### src/rtl/soc_pkg.sv
// ----------------------------------------------------------------------
// Shared types and constants for the bus fabric slice
// Holds the Wishbone and CSR bus structs, the address map, the
// system controller register layout and the LED timing constant
// Modules import it inside their body and use scoped names in ports
// ----------------------------------------------------------------------
package soc_pkg;

	// ------------------------------------------------------------------
	// Bus structs
	// ------------------------------------------------------------------
	// Master request, 71 bits
	typedef struct packed {
		logic [31:0] adr;
		logic [31:0] dat;
		logic [3:0]  sel;
		logic        we;
		logic        cyc;
		logic        stb;
	} wb_req_t;

	// Target response, read data valid with ack
	typedef struct packed {
		logic [31:0] dat;
		logic        ack;
	} wb_rsp_t;

	// One CSR access, write strobe lasts a single cycle
	typedef struct packed {
		logic [13:0] adr;
		logic        we;
		logic [31:0] dat;
	} csr_req_t;

	// Interrupt pulses
	typedef struct packed {
		logic gpio;
		logic timer;
	} irq_t;

	// ------------------------------------------------------------------
	// Address map
	// ------------------------------------------------------------------
	// Compared against adr[31:29]
	localparam logic [2:0] REGION_BRAM = 3'b000;
	localparam logic [2:0] REGION_CSR  = 3'b100;
	// Word address width, 4 KB of RAM
	localparam int BRAM_ADDR_W = 10;

	// ------------------------------------------------------------------
	// CSR layout
	// ------------------------------------------------------------------
	// Bank compared with csr adr[13:10]
	localparam logic [3:0] SYSCTL_BANK = 4'h1;
	// Word offsets within the bank
	localparam logic [9:0] CSR_GPIO_IN       = 10'd0;
	localparam logic [9:0] CSR_GPIO_OUT      = 10'd1;
	localparam logic [9:0] CSR_TIMER_CTRL    = 10'd2;
	localparam logic [9:0] CSR_TIMER_COMPARE = 10'd3;
	localparam logic [9:0] CSR_TIMER_COUNT   = 10'd4;
	localparam logic [9:0] CSR_SYSTEM_ID     = 10'd5;

	// ------------------------------------------------------------------
	// Misc
	// ------------------------------------------------------------------
	localparam int GPIO_IN_W  = 3;
	localparam int GPIO_OUT_W = 2;
	// "S3AE"
	localparam logic [31:0] SYSTEM_ID = 32'h5333_4145;
	// Short stretch so that simulation stays quick
	localparam int LED_STRETCH = 64;
	localparam int LED_CNT_W   = $clog2(LED_STRETCH + 1);

endpackage

### src/rtl/bus_activity_leds.sv
// ----------------------------------------------------------------------
// Bus activity indicator
// Stretches each master's cyc into an LED pulse long enough to see
// ----------------------------------------------------------------------
`timescale 1ns/1ps

module bus_activity_leds (
	input  logic       sys_clk,
	input  logic       rst1,
	input  logic       m0_cyc_i,
	input  logic       m1_cyc_i,
	output logic [1:0] led_o
);
	import soc_pkg::*;

	logic [1:0] cyc;
	logic [LED_CNT_W-1:0] cnt [2];

	assign cyc = {m1_cyc_i, m0_cyc_i};

	// One down-counter per master
	for (genvar i = 0; i < 2; i++) begin : g_led
		always_ff @(posedge sys_clk) begin
			if (rst1) begin
				cnt[i] <= '0;
			end else if (cyc[i]) begin
				// Reload while the cycle is active
				cnt[i] <= LED_CNT_W'(LED_STRETCH);
			end else if (cnt[i] != '0) begin
				cnt[i] <= cnt[i] - 1'b1;
			end
		end

		// Lit while counting down
		assign led_o[i] = (cnt[i] != '0);
	end

endmodule

### config.mk
export PLATFORM = sky130hd
export DESIGN_NAME = bus_activity_leds
export DESIGN_NICKNAME = d
export VERILOG_FILES = /design/src/rtl/soc_pkg.sv /design/src/rtl/bus_activity_leds.sv
export SDC_FILE = /design/constraint.sdc
export NUM_CORES = 1
export LEC_CHECK = 0
export BUFFER_PORTS_ARGS = -buffer_cell sky130_fd_sc_hd__buf_2
export CAP_MARGIN = 0
export CELL_PAD_IN_SITES_DETAIL_PLACEMENT = 0
export CELL_PAD_IN_SITES_GLOBAL_PLACEMENT = 1
export CORE_MARGIN = 2
export CORE_UTILIZATION = 25
export DETAILED_ROUTE_END_ITERATION = 6
export PLACE_DENSITY_LB_ADDON = 0.25
export SLEW_MARGIN = 30
export SYNTH_ARGS = -nofsm -noshare
export SYNTH_HDL_FRONTEND = slang
export SYNTH_SLANG_ARGS = --single-unit
### constraint.sdc
create_clock -name sys_clk -period 1.64 [get_ports sys_clk]
set_input_delay 0.328 -clock sys_clk [delete_from_list [all_inputs] [get_ports sys_clk]]
set_output_delay 0.328 -clock sys_clk [all_outputs]
set_load 0.02 [all_outputs]
; After elaboration in Yosys (flattened, before gate mapping)
; Memory sizes are Yosys's and may differ from the RTL's.
; Index checks and enable logic that the tools add are counted.
[classes]
bitwise_logic = 4
n_reduce_logical = 2
muxes = 20
add_sub_neg = 2
[ops]
columns = cell, count
row1 = 2-to-1 mux 7 bit, 4
row2 = 2-to-1 mux 1 bit, 16
row3 = nonzero test 7 bit, 2
row4 = subtractor 7 x 1 -> 7 bit (second input constant), 2
row5 = bitwise OR 1 bit, 4
[totals]
out_inout_bits = 2
mem_bits_rw = 14
in_bits = 4
register_bits = 0
mem_count = 1
wordCells = 29
[mem_list]
columns = memory, words, width, read_ports, rd_ports_with_merged_regs, write_ports, line
row1 = cnt, 2, 7, 2, 0, 2, bus_activity_leds.sv:17  ; logic [LED_CNT_W-1:0] cnt [2];

; Logic depth before layout (Yosys ltp)
[logic_depth]
depth_word = 6
depth_mapped = 5
depth_no_buf = 5

; Worst setup path after synthesis
; OpenSTA, ideal clock, no wires.
[synth_path]
kind = register -> register
start = memory cnt[0][2] (netlist name)
end = memory cnt[0][0] (netlist name), enable pin
n_path_buf = 0
required_ns = 1.382
period_less_slack_ns = 1.783
stages_incl_launch_ff = 4
setup_time_ns = 0.258
t_arrival_ns = 1.526
slack_ns = -0.143
path_cell_list = edfxtp_1 or4_4 or2_2 nand2b_4
[synth_lines]
columns = item, line
row1 = start: declaration, bus_activity_leds.sv:17

==> out/results.txt <==
wire length on met2: 792 µm
Seq cells post-synth: 14
Fin Clk Skew: 0.000378 ns
largest net degree at the start of global routing: 8
routed len/inst: 11.2 µm
Placed Instances: 130
row count: 20
HP Class: input port to flip-flop
share of cells above drive strength 1: 37.9%
Final min period: 1.93 ns
Setup WS post-layout: -0.291 ns
CTS tree: done
Total Routing Usage GR: 9.95%
Final Hold Viols: 0
Slew Limit Fails: 0
final non-filler cell total: 139
Worst slew margin: 82.2%
peak supply drop: 1.19 mV
syn avg cell area: 11.1 µm²
Worst Path Max Fanout: 2
Max-Cap Viols: 0
Reg clk slew, reported paths: 0.08 ns
Ant. Diodes: 0
count of flip-flops with a built-in enable after synthesis: 14
Bufs on Longest Clock Path: 2
register area share after synthesis: 52.6%
Tcrit/Tclk final: 118%
Die H: 60.6 µm
fraction of registers with async set/reset: 0%
TritonRoute pass-1 iters: 2
via density per instance: 4.13
Top Registers: cnt x14
num ports: 6
gr ovfl total: 0
CP Launch Type: flip-flop
Synth Instances: 72
hold_buf cts: 0
Synth Cell Area: 800 µm²
flip-flop count of the largest register after layout: 14
Port Buffer Count: 5
total die area: 0.00367 mm²
Multi-input gate area: 374 µm²
FF+latch area: 420 µm²
RSZ-0062 raised after global routing: true
insertion delay to the later sink of the worst-skew pair: 0.27 ns
Core ar.: 0.00305 mm²
Synth cell types: 17
wl on met1: 700 µm
first-pass GRT wire length: 2690 µm
failing checks: setup timing
Fin Setup TNS: -2.35 ns
routability cong.: 0.764
final setup violating endpoints: 16
Worst Tran Pin Value: 0.266 ns
ANT nets after route: 0
vias: 574
WL met3: 29 µm
critical path class: flip-flop to output pin
H-tree depth: 1
Layout area overhead: 32.6%
Pwr Density: 2330 mW/mm²
Mapped Nets: 80
final core utilization: 34.7%
vias in the first global route: 630
WP data arrival: 1.60 ns
uppermost layer routed: met4
die width: 60.6 µm
prevailing post-synth register cell: edfxtp_1
HPWL after DPL: 1110 µm
CTS Buf Count: 3
DRT Wirelength: 1560 µm
worst path required time: 1.31 ns
Biggest register: cnt
initial antenna violation count: 0
fill count: 324
P_leak: 0.465 nW
Initial Util: 26.2%
number of nets in the layout: 105
Clock Sinks: 14
# DRC: 0
outcome: finished, violations left
clock tree root buffer cell: clkbuf_4
Synth Warn #: 0
CP Capture Type: output pin
DR iter-0 viols: 12
fmax: 518 MHz
[Yosys cell counts, types with 2 or more instances]
master,count,area (µm²)
edfxtp_1,14,420
nor2_1,12,45.0
inv_1,8,30.0
a21oi_1,4,20.0
ha_1,4,50.1
o21ai_0,4,20.0
or2_2,4,25.0
xnor2_1,4,35.0
or3_1,3,18.8
nand2b_1,2,12.5
nand2b_4,2,27.5
nor3b_1,2,15.0
o21ai_1,2,10.0
o41a_1,2,22.5
or4_4,2,22.5
xor2_1,2,17.5
[report_power, final]
part           internal (mW)  switching (mW)  leakage (nW)
logic                  0.915           0.665         0.288
registers              0.602          0.0991         0.163
clock network         0.0850           0.106        0.0138
total                   1.60           0.870         0.465
[final timing paths]
kind | startpoint | end | slack [ns] | cells past startpoint
worst max-delay path | cnt[1][4] | led_o[1] | -0.29 | 3
worst min-delay path | rst1 | cnt[0][6] | 0.38 | 2
worst max register to register | cnt[1][4] | cnt[1][6] | -0.25 | 5
worst min register to register | cnt[0][0] | cnt[0][0] | 0.60 | 1
[worst max-delay path, cell delays in order (launching register included)]
cell and delay [ns]:
edfxtp_1 0.42, or4_4 0.54, or2_4 0.25, buf_6 0.13
[logic make-up after synthesis]
logic type	count (synthesis)	share of synthesized area, %
simple gates	28	21.8
flops	14	52.6
fa+ha+maj	4	6.26
buf+inv	8	3.76
compound gates	12	9.08
xor+xnor	6	6.57
[per-stage QoR]
| step | total power [mW] | hold slack [ns] | setup WS (ns) | cell area, µm² |
|---|---|---|---|---|
| after floorplan | 1.55 | 0.517 | -0.0141 | 805 |
| after global placement | 1.91 | 0.571 | -0.0389 | 952 |
| after detailed placement | 1.91 | 0.580 | -0.0435 | 952 |
| after CTS | 2.28 | 0.364 | -0.320 | 1010 |
| after global routing | 2.67 | 0.371 | -0.325 | 1060 |
| final | 2.47 | 0.381 | -0.291 | 1060 |
[layout make-up]
cell class	instances	share of cell area (%)
clock buffers	3	2.13
inverters	8	2.83
multi-input cells	50	35.3
flip-flops and latches	14	39.7
well taps	44	5.19
repair buffers	20	14.9
[per-layer routing]
metal | up-vias | GRT usage (%)
met5 | - | 0
met4 | 0 | 4.35
met1 | 267 | 10.7
met3 | 4 | 3.84
li1 | 299 | -
met2 | 4 | 17.4
[what timing repair did]
action / CTS / global route
resized for setup: 5 / 6
setup buffers: 2 / 4
cloned: 0 / 0
setup endpoints to repair: 16 / 30
pin swaps: 5 / 5
[placed cells by master (no fill, tap or decap), types with 3 or more instances in the layout]
master    netlist  layout
xnor2_1         4       4
nor2_1         12      12
edfxtp_1       14      14
inv_1           8       8
buf_2           0       3
buf_4           0      13
ha_1            4       4
buf_6           0       4
o21ai_0         4       4
clkbuf_4        0       3
a21oi_2         0       3
Note: power is estimated with default switching activity, not from simulation.
