<file path="config.mk">
export PLATFORM = sky130hd
export DESIGN_NAME = csr_bridge
export DESIGN_NICKNAME = d
export VERILOG_FILES = /design/src/rtl/soc_pkg.sv /design/src/rtl/csr_bridge.sv
export SDC_FILE = /design/constraint.sdc
export NUM_CORES = 1
export LEC_CHECK = 0
export ABC_CLOCK_PERIOD_IN_PS = 3950
export BUFFER_PORTS_ARGS = -buffer_cell sky130_fd_sc_hd__buf_2
export CAP_MARGIN = 5
export CORE_ASPECT_RATIO = 2
export CORE_UTILIZATION = 45
export CTS_BUF_LIST = sky130_fd_sc_hd__clkbuf_4 sky130_fd_sc_hd__clkbuf_8
export CTS_CLUSTER_DIAMETER = 120
export DETAILED_ROUTE_END_ITERATION = 7
export PLACE_DENSITY = 0.94
export SETUP_SLACK_MARGIN = 0.2
export SYNTH_ARGS = -nofsm -noshare
export SYNTH_HDL_FRONTEND = slang
export SYNTH_SLANG_ARGS = --single-unit
</file>
<file path="constraint.sdc">
create_clock -name sys_clk -period 3.95 [get_ports sys_clk]
set_input_delay 0.79 -clock sys_clk [delete_from_list [all_inputs] [get_ports sys_clk]]
set_output_delay 0.79 -clock sys_clk [all_outputs]
set_load 0.03 [all_outputs]
</file>
<file path="src/rtl/soc_pkg.sv">
// ----------------------------------------------------------------------
// Shared types and constants for the bus fabric slice
// Holds the Wishbone and CSR bus structs, the address map, the
// system controller register layout and the LED timing constant
// Modules import it inside their body and use scoped names in ports
// ----------------------------------------------------------------------
package soc_pkg;

	// ------------------------------------------------------------------
	// Bus structs
	// ------------------------------------------------------------------
	// Master request, 71 bits
	typedef struct packed {
		logic [31:0] adr;
		logic [31:0] dat;
		logic [3:0]  sel;
		logic        we;
		logic        cyc;
		logic        stb;
	} wb_req_t;

	// Target response, read data valid with ack
	typedef struct packed {
		logic [31:0] dat;
		logic        ack;
	} wb_rsp_t;

	// One CSR access, write strobe lasts a single cycle
	typedef struct packed {
		logic [13:0] adr;
		logic        we;
		logic [31:0] dat;
	} csr_req_t;

	// Interrupt pulses
	typedef struct packed {
		logic gpio;
		logic timer;
	} irq_t;

	// ------------------------------------------------------------------
	// Address map
	// ------------------------------------------------------------------
	// Compared against adr[31:29]
	localparam logic [2:0] REGION_BRAM = 3'b000;
	localparam logic [2:0] REGION_CSR  = 3'b100;
	// Word address width, 4 KB of RAM
	localparam int BRAM_ADDR_W = 10;

	// ------------------------------------------------------------------
	// CSR layout
	// ------------------------------------------------------------------
	// Bank compared with csr adr[13:10]
	localparam logic [3:0] SYSCTL_BANK = 4'h1;
	// Word offsets within the bank
	localparam logic [9:0] CSR_GPIO_IN       = 10'd0;
	localparam logic [9:0] CSR_GPIO_OUT      = 10'd1;
	localparam logic [9:0] CSR_TIMER_CTRL    = 10'd2;
	localparam logic [9:0] CSR_TIMER_COMPARE = 10'd3;
	localparam logic [9:0] CSR_TIMER_COUNT   = 10'd4;
	localparam logic [9:0] CSR_SYSTEM_ID     = 10'd5;

	// ------------------------------------------------------------------
	// Misc
	// ------------------------------------------------------------------
	localparam int GPIO_IN_W  = 3;
	localparam int GPIO_OUT_W = 2;
	// "S3AE"
	localparam logic [31:0] SYSTEM_ID = 32'h5333_4145;
	// Short stretch so that simulation stays quick
	localparam int LED_STRETCH = 64;
	localparam int LED_CNT_W   = $clog2(LED_STRETCH + 1);

endpackage

</file>
<file path="src/rtl/csr_bridge.sv">
// ----------------------------------------------------------------------
// Wishbone to CSR bus bridge
// Issues one CSR access per bus cycle, captures the read word and acks
// on the third edge after stb; then waits for stb to drop
// ----------------------------------------------------------------------
`timescale 1ns/1ps

module csr_bridge (
	input  logic              sys_clk,
	input  logic              rst1,
	input  soc_pkg::wb_req_t  wb_req_i,
	output soc_pkg::wb_rsp_t  wb_rsp_o,
	output soc_pkg::csr_req_t csr_o,
	input  logic [31:0]       csr_dr_i
);
	import soc_pkg::*;

	typedef enum logic [1:0] {
		ST_IDLE,
		ST_ACCESS,
		ST_CAPTURE,
		ST_WAIT
	} state_t;

	state_t state;
	csr_req_t csr_q;
	logic [31:0] rd_q;
	logic ack_q;
	logic start;

	assign start = (state == ST_IDLE) & wb_req_i.cyc & wb_req_i.stb;

	// ------------------------------------------------------------------
	// Control FSM
	// ------------------------------------------------------------------
	always_ff @(posedge sys_clk) begin
		if (rst1) begin
			state    <= ST_IDLE;
			csr_q.we <= 1'b0;
			ack_q    <= 1'b0;
		end else begin
			// Strobes default low
			csr_q.we <= 1'b0;
			ack_q    <= 1'b0;
			case (state)
				ST_IDLE: begin
					if (start) begin
						csr_q.we <= wb_req_i.we;
						state    <= ST_ACCESS;
					end
				end
				// Access on the CSR bus this cycle
				ST_ACCESS: state <= ST_CAPTURE;
				// Read word valid from the peripheral now
				ST_CAPTURE: begin
					ack_q <= 1'b1;
					state <= ST_WAIT;
				end
				ST_WAIT: begin
					if (!wb_req_i.stb) begin
						state <= ST_IDLE;
					end
				end
				default: state <= ST_IDLE;
			endcase
		end
	end

	// Address and write data latched at start
	always_ff @(posedge sys_clk) begin
		if (start) begin
			csr_q.adr <= wb_req_i.adr[15:2];
			csr_q.dat <= wb_req_i.dat;
		end
	end

	// Read word
	always_ff @(posedge sys_clk) begin
		if (state == ST_CAPTURE) begin
			rd_q <= csr_dr_i;
		end
	end

	assign csr_o        = csr_q;
	assign wb_rsp_o.dat = rd_q;
	assign wb_rsp_o.ack = ack_q;

endmodule

</file>
Word-level counts from Yosys, hierarchy flattened --
Index checks and enable logic that the tools add are counted.
Operators by class: multiplexer cells 4, bitwise logic cells 4, eq/ne operators 5, reduce and logical (&&, ||, !) cells 3
Operators with widths (count):
- 2-bit case mux with 4 select lines | 1
- 2-bit equality test (second input constant) | 2
- 2-bit two-way mux | 2
- 2-bit != test (second input constant) | 2
- 3-bit OR reduction | 1
- 1-bit AND | 2
- 2-bit by 1-bit equality test with 1-bit output (second input constant) | 1
- 2-bit logical NOT | 1
- 1-bit inverter | 2
- 2-bit AND reduction | 1
- 1-bit two-way mux | 1
Word-level totals: input port bits 105, flip-flop bits (word level) 82

Longest topological paths before layout --
depth after elaboration 5, depth in mapped cells 5, depth with buffers taken out 5

Worst setup path after synthesis --
Ideal clock, no wire load.
path type in2reg, from input wb_req_i[0] (netlist name), to register csr_q (netlist bit csr_o[0]) (enable), stages 1, setup slack 2.093 ns, arrival time 1.474 ns, buffers on the path 0, path through and3_2
Between the ends: cells in the longest elaborated chain, start to end 1
Ends and longest elaborated chain:
- from (decl) | RTL line csr_bridge.sv:11 | input soc_pkg::wb_req_t wb_req_i,
- 1-bit AND | RTL line csr_bridge.sv:31 | assign start = (state == ST_IDLE) & wb_req_i.cyc & wb_req_i.stb;
- to (decl) | RTL line csr_bridge.sv:26 | csr_req_t csr_q;
No other way between the ends. A chain may end at the register's enable or synchronous reset.

Final worst setup path --
from register state[0], to register csr_q (netlist bit csr_o[12]) (enable)
Between the ends: cells in the longest elaborated chain, start to end 3
Ends and longest elaborated chain:
- from (decl) | RTL line csr_bridge.sv:25 | state_t state;
- from (signal assigned) | RTL line csr_bridge.sv:38 | state <= ST_IDLE;
- from (signal assigned) | RTL line csr_bridge.sv:49 | state <= ST_ACCESS;
- from (signal assigned) | RTL line csr_bridge.sv:53 | ST_ACCESS: state <= ST_CAPTURE;
- 2-bit logical NOT | RTL line csr_bridge.sv:31
- 1-bit AND (2 in a row) | RTL line csr_bridge.sv:31
- via start | RTL line csr_bridge.sv:29 | logic start;
The timed path passes the listed nets, and every way through them passes these cells.

==> run_results.csv <==
group,metric,value,unit
status,outcome,"finished, final reports clean",
drt,wirelength,5.38,mm
sta,fmax,527,MHz
cts,clock_path_buffers,2,
synthesis,ys_top_cells_by_area,"edfxtp_1, dfxtp_1, ha_1",
finish,syn_to_final_growth,40.3,%
sta,skew,3.33,ps
place,place_hpwl,4.12,mm
finish,fin_area,3640,µm²
die,core,5470,µm²
setup_path,crit_type,"flop to flop",
place,pre_cts_ws,1750,ps
synthesis,synth_edf_count,78,
setup_path,reg2regPathDepth,3,
cts,post-cts-setup-buffers,0,
sta,rsz0062_at_grt,"no",
drt,drcViolationCount,0,
die,dieArea,6090,µm²
finish,final_cells,340,
setup_path,slowest_delay,880,ps
die,die_w,55.7,µm
min_path,min_from,"wb_req_i[10]",
cts,clkSlewWorstSetupHoldPaths,70,ps
cts,insertion_delay,330,ps
place,dpl-instance-area,3480,µm²
die,rows,38,
synthesis,synthFlopType,"edfxtp_1",
sta,fin_ws,2050,ps
synthesis,yosysTopAreaCellShare,90.3,%
setup_path,arrival,1850,ps
synthesis,synth-seq-cells,82,
grt,grt_pass1_vias,1576,
pwr,peakVddDrop,0.000457,V
setup_path,r2r_end,"csr_o[12]$_DFFE_PP_",
setup_path,cp_max_fo,47,
synthesis,syn_area,2590,µm²
finish,fin_util,66.6,%
drt,vias_per_cell,4.64,
min_path,hold_class,"input port to flop",
sta,tightest_slew,1020,ps
pwr,power_density,599,nW/µm²
drt,wl_per_cell,15.8,µm
cts,cts_hold_buffers,0,
min_path,min_path_cells,1,
flow_run,maxCapViolCount,0,
synthesis,yosys_warnings,0,
cts,htree_levels,3,
sta,finalHoldViolations,0,
setup_path,crit_chain,"inv_1 > ha_1 > and3_2",
die,die_h,109,µm
grt,grt_max_degree,48,
drt,vias,1577,
sta,tns,0,ps
drt,dr.pass1.iters,4,
finish,drive_gt1_share,64.6,%
synthesis,avgSynthCellArea,25.4,µm²
synthesis,synthesis.nets,211,
sta,relSlewSlack,31.9,%
synthesis,yosysTopAreaCell,"edfxtp_1",
pwr,combPwrFrac,24.4,%
grt,grt_first_pass_wirelength,7.68,mm
cts,ctsResizeCount,0,
grt,antenna_found_initial,0,
pwr,switching_share,31.3,%
cts,cts_tree,"built",
setup_path,rr_startpoint,"state[0]$_SDFFE_PP0P_",
pwr,p_leak,1.57,nW
synthesis,ys_top_cells_by_count,"edfxtp_1, dfxtp_1, ha_1, inv_1",
sta,min_period,1900,ps
pwr,p_int,1.50,mW
setup_path,required,3900,ps
place,gp_congestion,0.696,
setup_path,slowest_stage,"and3_2",
finish,num_antenna_cells,0,
setup_path,rrSetupSlack,2050,ps
setup_path,cp-start-kind,"flop",
synthesis,syn_inst,102,
pwr,p_switching,0.682,mW
finish,layout.nets,384,
synthesis,ys_seq_area_share,93.3,%
synthesis,synth.distinct_cells,15,
sta,maxSlewViolCount,0,
setup_path,worstSetupStartpoint,"state[0]$_SDFFE_PP0P_",
sta,finalSetupViolations,0,
cts,clkSinkCount,82,
drt,antenna_left,0,
pwr,pwr-share-clk,22.4,%
synthesis,async_flop_share,0,%
place,place_inst,324,
sta,fin_crit_sh,48.1,%
place,port_buffers,162,
setup_path,crit_family,"simple AND/OR/NAND/NOR gates",
synthesis,synth_most_common_cell,"edfxtp_1",
grt,grt.overflow.total,0,
setup_path,path_buf_inv,1,
drt,drt_iter0_drc,62,
die,num_io_pins,185,
cts,cts_root_buf,"clkbuf_8",
pwr,pwr-share-seq,53.2,%
setup_path,cp-end-kind,"flop",
min_path,min_to,"csr_o[3]$_DFFE_PP_",
die,start_util,47.5,%
cts,cts_buffers,9,
grt,track_usage,17.9,%
routing by layer:
layer / share of wire [%] / track usage, % / vias up
met5: 0 / 0 / -
met4: 3.7 / 12.9 / 0
met3: 9.0 / 7.76 / 14
met2: 56 / 31.4 / 92
met1: 31 / 16.1 / 729
li1: - / - / 742
power by group through the flow:
stage	clock (mW)	combinational (mW)	sequential, mW
after global placement	0	0.518	1.17
after global routing	0.540	0.567	1.17
final	0.489	0.533	1.16
after CTS	0.508	0.538	1.16
after detailed placement	0	0.537	1.18
after floorplan	0	0.123	1.41
area by class of cell:
class | instances | area (µm²)
fillers | 357 | 1830
well taps | 60 | 75.1
clock buffers | 11 | 139
repair buffers | 163 | 818
inverters | 3 | 11.3
flip-flops and latches | 82 | 2420
multi-input cells | 16 | 154
clock inverters | 5 | 21.3
kinds of logic (layout without fill, tap and decap cells):
logic type                 Yosys count  in the layout  synth area share [%]
and+or+nand+nor                      7              7                  1.93
buffers and inverters                4            182                 0.723
adders and majority gates            4              4                  1.93
AOI/OAI and AO/OA                    5              5                  2.07
DFF                                 82             82                  93.3
cells in the final DEF (no fill, tap or decap), types with 2 or more instances in the layout:
cell type / synthesis / routed
clkbuf_4: 0 / 2
clkbuf_8: 0 / 9
ha_1: 4 / 4
clkinv_1: 0 / 3
inv_1: 3 / 3
o41ai_2: 2 / 2
and2b_1: 2 / 2
dfxtp_1: 4 / 4
clkinv_2: 0 / 2
buf_2: 0 / 162
edfxtp_1: 78 / 78
per-stage QoR:
step           power, mW  hold slack, ps
2_1_floorplan       1.53             563
3_3_place_gp        1.69             577
3_5_place_dp        1.71             651
4_1_cts             2.21             603
5_1_grt             2.28             597
6_report            2.18             628
worst max-delay path by stage:
stage	endpoint	slack (ps)	cells after the start
3_5_place_dp	csr_o[7]$_DFFE_PP_	1750	2
2_1_floorplan	csr_o[0]$_DFFE_PP_	2090	1
4_1_cts	csr_o[12]$_DFFE_PP_	2020	3
3_3_place_gp	csr_o[15]$_DFFE_PP_	1800	2
5_1_grt	csr_o[12]$_DFFE_PP_	1940	3
6_report	csr_o[12]$_DFFE_PP_	2050	3
sequential cells by signal, summed over array words and instances, names as in the netlist:
name,cells
rd_q,32
ack_q,1
csr_o,47
state,2
Note: power is estimated with default switching activity, not from simulation.
