`config.mk`:
```
export PLATFORM = sky130hd
export DESIGN_NAME = bus_arbiter
export DESIGN_NICKNAME = d
export VERILOG_FILES = /design/src/rtl/soc_pkg.sv /design/src/rtl/bus_arbiter.sv
export SDC_FILE = /design/constraint.sdc
export NUM_CORES = 1
export LEC_CHECK = 0
export ABC_AREA = 1
export CORE_AREA = 5 5 160 162
export CTS_BUF_LIST = sky130_fd_sc_hd__clkbuf_16
export CTS_CLUSTER_SIZE = 16
export DETAILED_ROUTE_END_ITERATION = 16
export DIE_AREA = 0 0 165 167
export DONT_BUFFER_PORTS = 1
export PLACE_DENSITY_LB_ADDON = 0.25
export SLEW_MARGIN = 20
export SYNTH_ARGS = -nofsm -noshare
export SYNTH_HDL_FRONTEND = slang
export SYNTH_SLANG_ARGS = --single-unit
```
`constraint.sdc`:
```
create_clock -name sys_clk -period 1.7 [get_ports sys_clk]
set_clock_uncertainty 0.1 [all_clocks]
set_input_delay 0.17 -clock sys_clk [delete_from_list [all_inputs] [get_ports sys_clk]]
set_output_delay 0.17 -clock sys_clk [all_outputs]
set_load 0.03 [all_outputs]
```
`src/rtl/soc_pkg.sv`:
```
// ----------------------------------------------------------------------
// Shared types and constants for the bus fabric slice
// Holds the Wishbone and CSR bus structs, the address map, the
// system controller register layout and the LED timing constant
// Modules import it inside their body and use scoped names in ports
// ----------------------------------------------------------------------
package soc_pkg;

	// ------------------------------------------------------------------
	// Bus structs
	// ------------------------------------------------------------------
	// Master request, 71 bits
	typedef struct packed {
		logic [31:0] adr;
		logic [31:0] dat;
		logic [3:0]  sel;
		logic        we;
		logic        cyc;
		logic        stb;
	} wb_req_t;

	// Target response, read data valid with ack
	typedef struct packed {
		logic [31:0] dat;
		logic        ack;
	} wb_rsp_t;

	// One CSR access, write strobe lasts a single cycle
	typedef struct packed {
		logic [13:0] adr;
		logic        we;
		logic [31:0] dat;
	} csr_req_t;

	// Interrupt pulses
	typedef struct packed {
		logic gpio;
		logic timer;
	} irq_t;

	// ------------------------------------------------------------------
	// Address map
	// ------------------------------------------------------------------
	// Compared against adr[31:29]
	localparam logic [2:0] REGION_BRAM = 3'b000;
	localparam logic [2:0] REGION_CSR  = 3'b100;
	// Word address width, 4 KB of RAM
	localparam int BRAM_ADDR_W = 10;

	// ------------------------------------------------------------------
	// CSR layout
	// ------------------------------------------------------------------
	// Bank compared with csr adr[13:10]
	localparam logic [3:0] SYSCTL_BANK = 4'h1;
	// Word offsets within the bank
	localparam logic [9:0] CSR_GPIO_IN       = 10'd0;
	localparam logic [9:0] CSR_GPIO_OUT      = 10'd1;
	localparam logic [9:0] CSR_TIMER_CTRL    = 10'd2;
	localparam logic [9:0] CSR_TIMER_COMPARE = 10'd3;
	localparam logic [9:0] CSR_TIMER_COUNT   = 10'd4;
	localparam logic [9:0] CSR_SYSTEM_ID     = 10'd5;

	// ------------------------------------------------------------------
	// Misc
	// ------------------------------------------------------------------
	localparam int GPIO_IN_W  = 3;
	localparam int GPIO_OUT_W = 2;
	// "S3AE"
	localparam logic [31:0] SYSTEM_ID = 32'h5333_4145;
	// Short stretch so that simulation stays quick
	localparam int LED_STRETCH = 64;
	localparam int LED_CNT_W   = $clog2(LED_STRETCH + 1);

endpackage

```
`src/rtl/bus_arbiter.sv`:
```
// ----------------------------------------------------------------------
// Two-master round-robin arbiter with region decoder
// The grant is registered one cycle after a request and held until the
// granted master drops cyc; unmapped regions get a zero-data ack from
// a built-in default responder so no access can hang
// ----------------------------------------------------------------------
`timescale 1ns/1ps

module bus_arbiter (
	input  logic             sys_clk,
	input  logic             rst1,
	input  soc_pkg::wb_req_t m0_req_i,
	input  soc_pkg::wb_req_t m1_req_i,
	output soc_pkg::wb_rsp_t m0_rsp_o,
	output soc_pkg::wb_rsp_t m1_rsp_o,
	output soc_pkg::wb_req_t ram_req_o,
	output soc_pkg::wb_req_t csr_req_o,
	input  soc_pkg::wb_rsp_t ram_rsp_i,
	input  soc_pkg::wb_rsp_t csr_rsp_i
);
	import soc_pkg::*;

	// Grant state
	logic gnt_valid;
	logic gnt_sel;
	logic last_win;

	// Request lines
	logic m0_rq;
	logic m1_rq;
	logic pick_m1;

	// Granted path
	wb_req_t gnt_req;
	wb_rsp_t tgt_rsp;
	logic [2:0] region;
	logic active;
	logic hit_ram;
	logic hit_csr;
	logic hit_def;

	// Default responder
	logic def_ack;
	logic def_done;

	assign m0_rq = m0_req_i.cyc & m0_req_i.stb;
	assign m1_rq = m1_req_i.cyc & m1_req_i.stb;
	// On a tie the master not granted last wins
	assign pick_m1 = m1_rq & (~m0_rq | ~last_win);

	// ------------------------------------------------------------------
	// Grant register
	// ------------------------------------------------------------------
	always_ff @(posedge sys_clk) begin
		if (rst1) begin
			gnt_valid <= 1'b0;
			gnt_sel   <= 1'b0;
			// Master 0 goes first after reset
			last_win  <= 1'b1;
		end else if (!gnt_valid) begin
			if (m0_rq | m1_rq) begin
				gnt_valid <= 1'b1;
				gnt_sel   <= pick_m1;
				last_win  <= pick_m1;
			end
		end else if (!gnt_req.cyc) begin
			// Owner released the bus
			gnt_valid <= 1'b0;
		end
	end

	// ------------------------------------------------------------------
	// Request mux and region decode
	// ------------------------------------------------------------------
	assign gnt_req = gnt_sel ? m1_req_i : m0_req_i;
	assign region  = gnt_req.adr[31:29];
	assign active  = gnt_valid & gnt_req.cyc & gnt_req.stb;
	assign hit_ram = (region == REGION_BRAM);
	assign hit_csr = (region == REGION_CSR);
	assign hit_def = ~hit_ram & ~hit_csr;

	// Both targets see the payload, stb only goes to the decoded one
	always_comb begin
		ram_req_o     = gnt_req;
		ram_req_o.cyc = gnt_valid & gnt_req.cyc;
		ram_req_o.stb = active & hit_ram;
		csr_req_o     = gnt_req;
		csr_req_o.cyc = gnt_valid & gnt_req.cyc;
		csr_req_o.stb = active & hit_csr;
	end

	// Default responder, one ack per strobe
	always_ff @(posedge sys_clk) begin
		if (rst1) begin
			def_ack  <= 1'b0;
			def_done <= 1'b0;
		end else begin
			def_ack  <= active & hit_def & ~def_ack & ~def_done;
			def_done <= active & hit_def & (def_done | def_ack);
		end
	end

	// ------------------------------------------------------------------
	// Response return
	// ------------------------------------------------------------------
	always_comb begin
		if (hit_ram) begin
			tgt_rsp = ram_rsp_i;
		end else if (hit_csr) begin
			tgt_rsp = csr_rsp_i;
		end else begin
			tgt_rsp.dat = 32'h0;
			tgt_rsp.ack = def_ack;
		end
	end

	// Only the owner sees the response
	always_comb begin
		m0_rsp_o = '0;
		m1_rsp_o = '0;
		if (gnt_valid) begin
			if (gnt_sel) begin
				m1_rsp_o = tgt_rsp;
			end else begin
				m0_rsp_o = tgt_rsp;
			end
		end
	end

endmodule

```
[Word level (Yosys, flattened, before mapping)]
Cells that the tools add are included.
Storage, ports and cells
  bits in registers: 5
  bits of input ports: 210
  logic and storage cells: 40
  output and inout bits: 208
Operators by class
  bitwise gates (word level): 22
  reduce and logical (&&, ||, !) cells: 2
  mux-type cells: 10
  eq/ne operators: 1
Operators by type and width (count)
  2-to-1 mux 33 bit: 6
  2-to-1 mux 71 bit: 1
  AND 1 bit: 12
  NOT 1 bit: 7
  equality test 3 bit, second input constant: 1
  zero test 3 bit: 1
  2-to-1 mux 1 bit: 3
  bitwise OR 1 bit: 3
  AND reduction 2 bit: 1

[Longest topological paths before layout]
  word-level depth: 7
  depth in mapped cells: 11
  mapped depth without buffers: 9

[Worst setup path after synthesis]
Ideal clock, no wire load.
  kind: flip-flop to output port
  from: reg gnt_sel
  to: out csr_req_o[0] (netlist name)
  data required time: 1.430 ns
  setup slack: -0.635 ns
  arrival: 2.065 ns
  cell stages (with the launch flop): 6
  path buffers: 1
  cell sequence: dfxtp_1 buf_4 nand2_1 a21oi_1 nand2_1 nor3_1
RTL lines
  start, declared: RTL line bus_arbiter.sv:25  | logic gnt_sel;
  start signal, assigned: RTL line bus_arbiter.sv:63  | gnt_sel <= pick_m1;
  end, declared: RTL line bus_arbiter.sv:17  | output soc_pkg::wb_req_t csr_req_o,

==> results.py <==
metrics = {
    "worst_setup_path": {
        "end_kind": "primary output",
        "path_delay_family": "simple AND/OR/NAND/NOR gates",
        "worstPathArrival_ns": 1.63,
        "cp-start-kind": "flop",
        "path_class": "flop to primary output",
        "cp_cell_sequence": "inv_6 > nand2_4 > nand2_4 > nor2_4 > buf_12 > o21a_1 > nand2_2 > nor2_4",
        "cp.buffers_inverters": 2,
        "path_max_fanout": 22,
        "crit_path_max_incr_delay_ns": 0.40,
        "crit_required_ns": 1.43,
        "slowest_stage": "dfxtp_4",
    },
    "clock_tree": {
        "cts_max_path_buffers": 2,
        "cts_tree": "built",
        "numCtsBuffers": 3,
        "clock_latency_ns": 0.23,
        "root_buffer": "clkbuf_16",
        "cts_sinks": 5,
        "clk_pin_slew_worst_paths_ns": 0.03,
        "htree_levels": 1,
    },
    "yosys": {
        "syn_area_um2": 2580,
        "syn_inst": 550,
        "synthSimpleGateAreaFrac_pct": 55.2,
        "synth_top_area_share_pct": 40.8,
        "synth.avg_cell_area_um2": 4.70,
        "synth_top_family_by_area": "simple AND/OR/NAND/NOR gates",
        "synth_adder_area_share_pct": 0,
        "synth_compound_area_share_pct": 9.58,
        "yosysSeqAreaShare_pct": 3.87,
        "synth.area.top_cells": "nand2_1 (41%), buf_4 (21%), nor2_1 (11%)",
        "synth-seq-cells": 5,
        "syn-num-nets": 760,
        "yosysUniqueCellTypes": 20,
        "synthXorXnorAreaFrac_pct": 0,
        "yosysTopAreaCell": "nand2_1",
        "synth_warnings": 0,
        "synthMuxAreaShare_pct": 0,
    },
    "drt": {
        "drtAntennaViolNets": 0,
        "post_drt_wl_per_cell_um": 17.9,
        "wl_mm": 16.2,
        "drc": 0,
        "viasPerCell": 3.86,
        "drtPass1Iterations": 7,
        "dr_total_vias": 3485,
        "drt_iter0_drc": 128,
    },
    "die": {
        "die_area_um2": 27600,
        "die_y_um": 167,
        "num_rows": 57,
        "start_util_pct": 10.8,
        "die_w_um": 165,
        "pin_count": 418,
        "core-area_um2": 24000,
    },
    "finish": {
        "final_cell_mix": "nand2_1 (208), nand2_2 (66), nor2_4 (64), buf_12 (57), buf_4 (51)",
        "num-fill-cells": 2710,
        "final_nets": 791,
        "final_area_um2": 5080,
        "num_antenna_cells": 0,
        "layout_commonest_cell": "nand2_1",
        "stdcell_count": 904,
        "final_layout_size_suffix_gt1_share_pct": 49.1,
        "area_delta_synth_final_pct": 96.5,
    },
    "placed_design": {
        "dp_hpwl_mm": 12.9,
        "port_buffers": 0,
        "place_ws_ns": -0.148,
        "globalplace.congestion": 0.810,
        "dp_cells": 890,
        "post_dp_cell_area_um2": 4590,
    },
    "hold_path": {
        "hp-class": "primary input to flop",
    },
    "flow_run": {
        "max_cap_viol_count": 0,
    },
    "sta": {
        "worst_pin_slew_ns": 0.447,
        "finalCritPeriodShare_pct": 112,
        "min_period_ns": 1.90,
        "slew_headroom_pct": 70.2,
        "setup_viol_count_final": 158,
        "fmax_mhz": 525,
        "finalWorstSetupSlack_ns": -0.204,
        "rsz0062_at_grt": "yes",
        "hold_viol_final": 0,
        "slew_viol_final": 0,
    },
    "pwr": {
        "switching_power_uw": 1610,
        "clkPwrFrac_pct": 12.9,
        "seq_power_share_pct": 4.6,
        "powerDensity_nw_per_um2": 581,
        "switching_share_pct": 54.7,
        "peakVddDrop_v": 0.000363,
        "power_uw": 2950,
        "comb_power_share_pct": 82.5,
        "p_int_uw": 1340,
        "p_leak_uw": 0.00219,
    },
    "run_status": {
        "violations": "setup timing",
        "outcome": "finished, violations left",
    },
    "global_routing": {
        "grt_max_degree": 32,
        "gr-total-overflow": 0,
        "antenna_found_initial": 0,
        "grt_pass1_vias": 3630,
        "grt_usage_pct": 10.9,
        "grt_pass1_wl_mm": 23.0,
    },
}
==> routing by layer <==
layer / wire length [µm] / global-route usage [%] / share of wire [%] / vias to the layer above
met5: 0 / 0 / 0 / -
met4: 72 / 0.651 / 0.44 / 0
met3: 1590 / 2.99 / 9.8 / 10
met2: 8490 / 20.5 / 52 / 248
met1: 6080 / 12.7 / 37 / 1588
li1: - / - / - / 1639
==> state kept, by name (all words and copies together), names as in the netlist <==
signal,flops
last_win,1
gnt_valid,1
gnt_sel,1
def_ack,1
def_done,1
==> worst paths after layout <==
check	cells past startpoint	end	start	slack, ns
max reg2reg	7	gnt_valid	gnt_sel	0.24
min	2	last_win	m1_req_i[0]	0.06
max	8	m0_rsp_o[24]	gnt_sel	-0.20
min reg2reg	2	last_win	last_win	0.38
==> cell families after synthesis <==
group,count (synthesis)
AOI/OAI and AO/OA,35
and+or+nand+nor,371
buffers and inverters,139
DFF,5
==> final cells by class <==
| cell class | count | area (µm²) | area share [%] |
|---|---|---|---|
| clock buffers | 3 | 75.1 | 1.48 |
| multi-input cells | 406 | 2470 | 48.7 |
| flip-flops and latches | 5 | 104 | 2.04 |
| inverters | 39 | 166 | 3.28 |
| well taps | 324 | 405 | 7.98 |
| repair buffers | 126 | 1850 | 36.5 |
| clock inverters | 1 | 3.75 | 0.0739 |
==> repair_timing <==
action / 4_1_cts / 5_1_grt
gates resized for setup: 58 / 17
cloned: 5 / 0
setup buffers: 3 / 2
hold buffers: 1 / 0
pin swaps: 9 / 10
setup endpoints to repair: 196 / 198
endpoints found under the hold margin: 3 / 0
==> worst register-to-register path, cell delays in order (launching register included) <==
cell and delay, ns:
dfxtp_4 0.37, inv_6 0.09, buf_6 0.18, nand2_1 0.11, a21oi_4 0.15, buf_4 0.26, a21oi_1 0.06, nor2_1 0.08
==> cells in the mapped netlist <==
cell type / count
a21oi_1: 3
nor3b_1: 1
inv_2: 3
nor3_1: 3
o21a_1: 29
nor2_2: 1
buf_2: 8
nor2_1: 75
nand2_4: 1
o21ai_0: 3
inv_1: 36
nand3_1: 4
buf_4: 72
buf_6: 1
nand4_1: 2
dfxtp_1: 5
buf_1: 6
clkbuf_1: 13
nand2_1: 281
nand2_2: 3
==> power groups by stage <==
stage / clock network (µW) / logic, µW / registers [µW]
floorplan: 0 / 1600 / 130
global placement: 0 / 2280 / 135
detailed placement: 0 / 2270 / 135
CTS: 395 / 2440 / 134
global route: 404 / 2580 / 136
finish: 381 / 2430 / 134
==> metrics by stage <==
step	hold slack, ns	setup TNS [ns]	utilization (%)
2_1_floorplan	0.132	-0.983	-
3_3_place_gp	0.146	-1.69	19.1
3_5_place_dp	0.146	-5.95	19.1
4_1_cts	0.0558	-28.17	20.9
5_1_grt	0.0768	-35.40	21.2
6_report	0.0570	-18.86	21.2
Power figures use the tool's default switching activity.
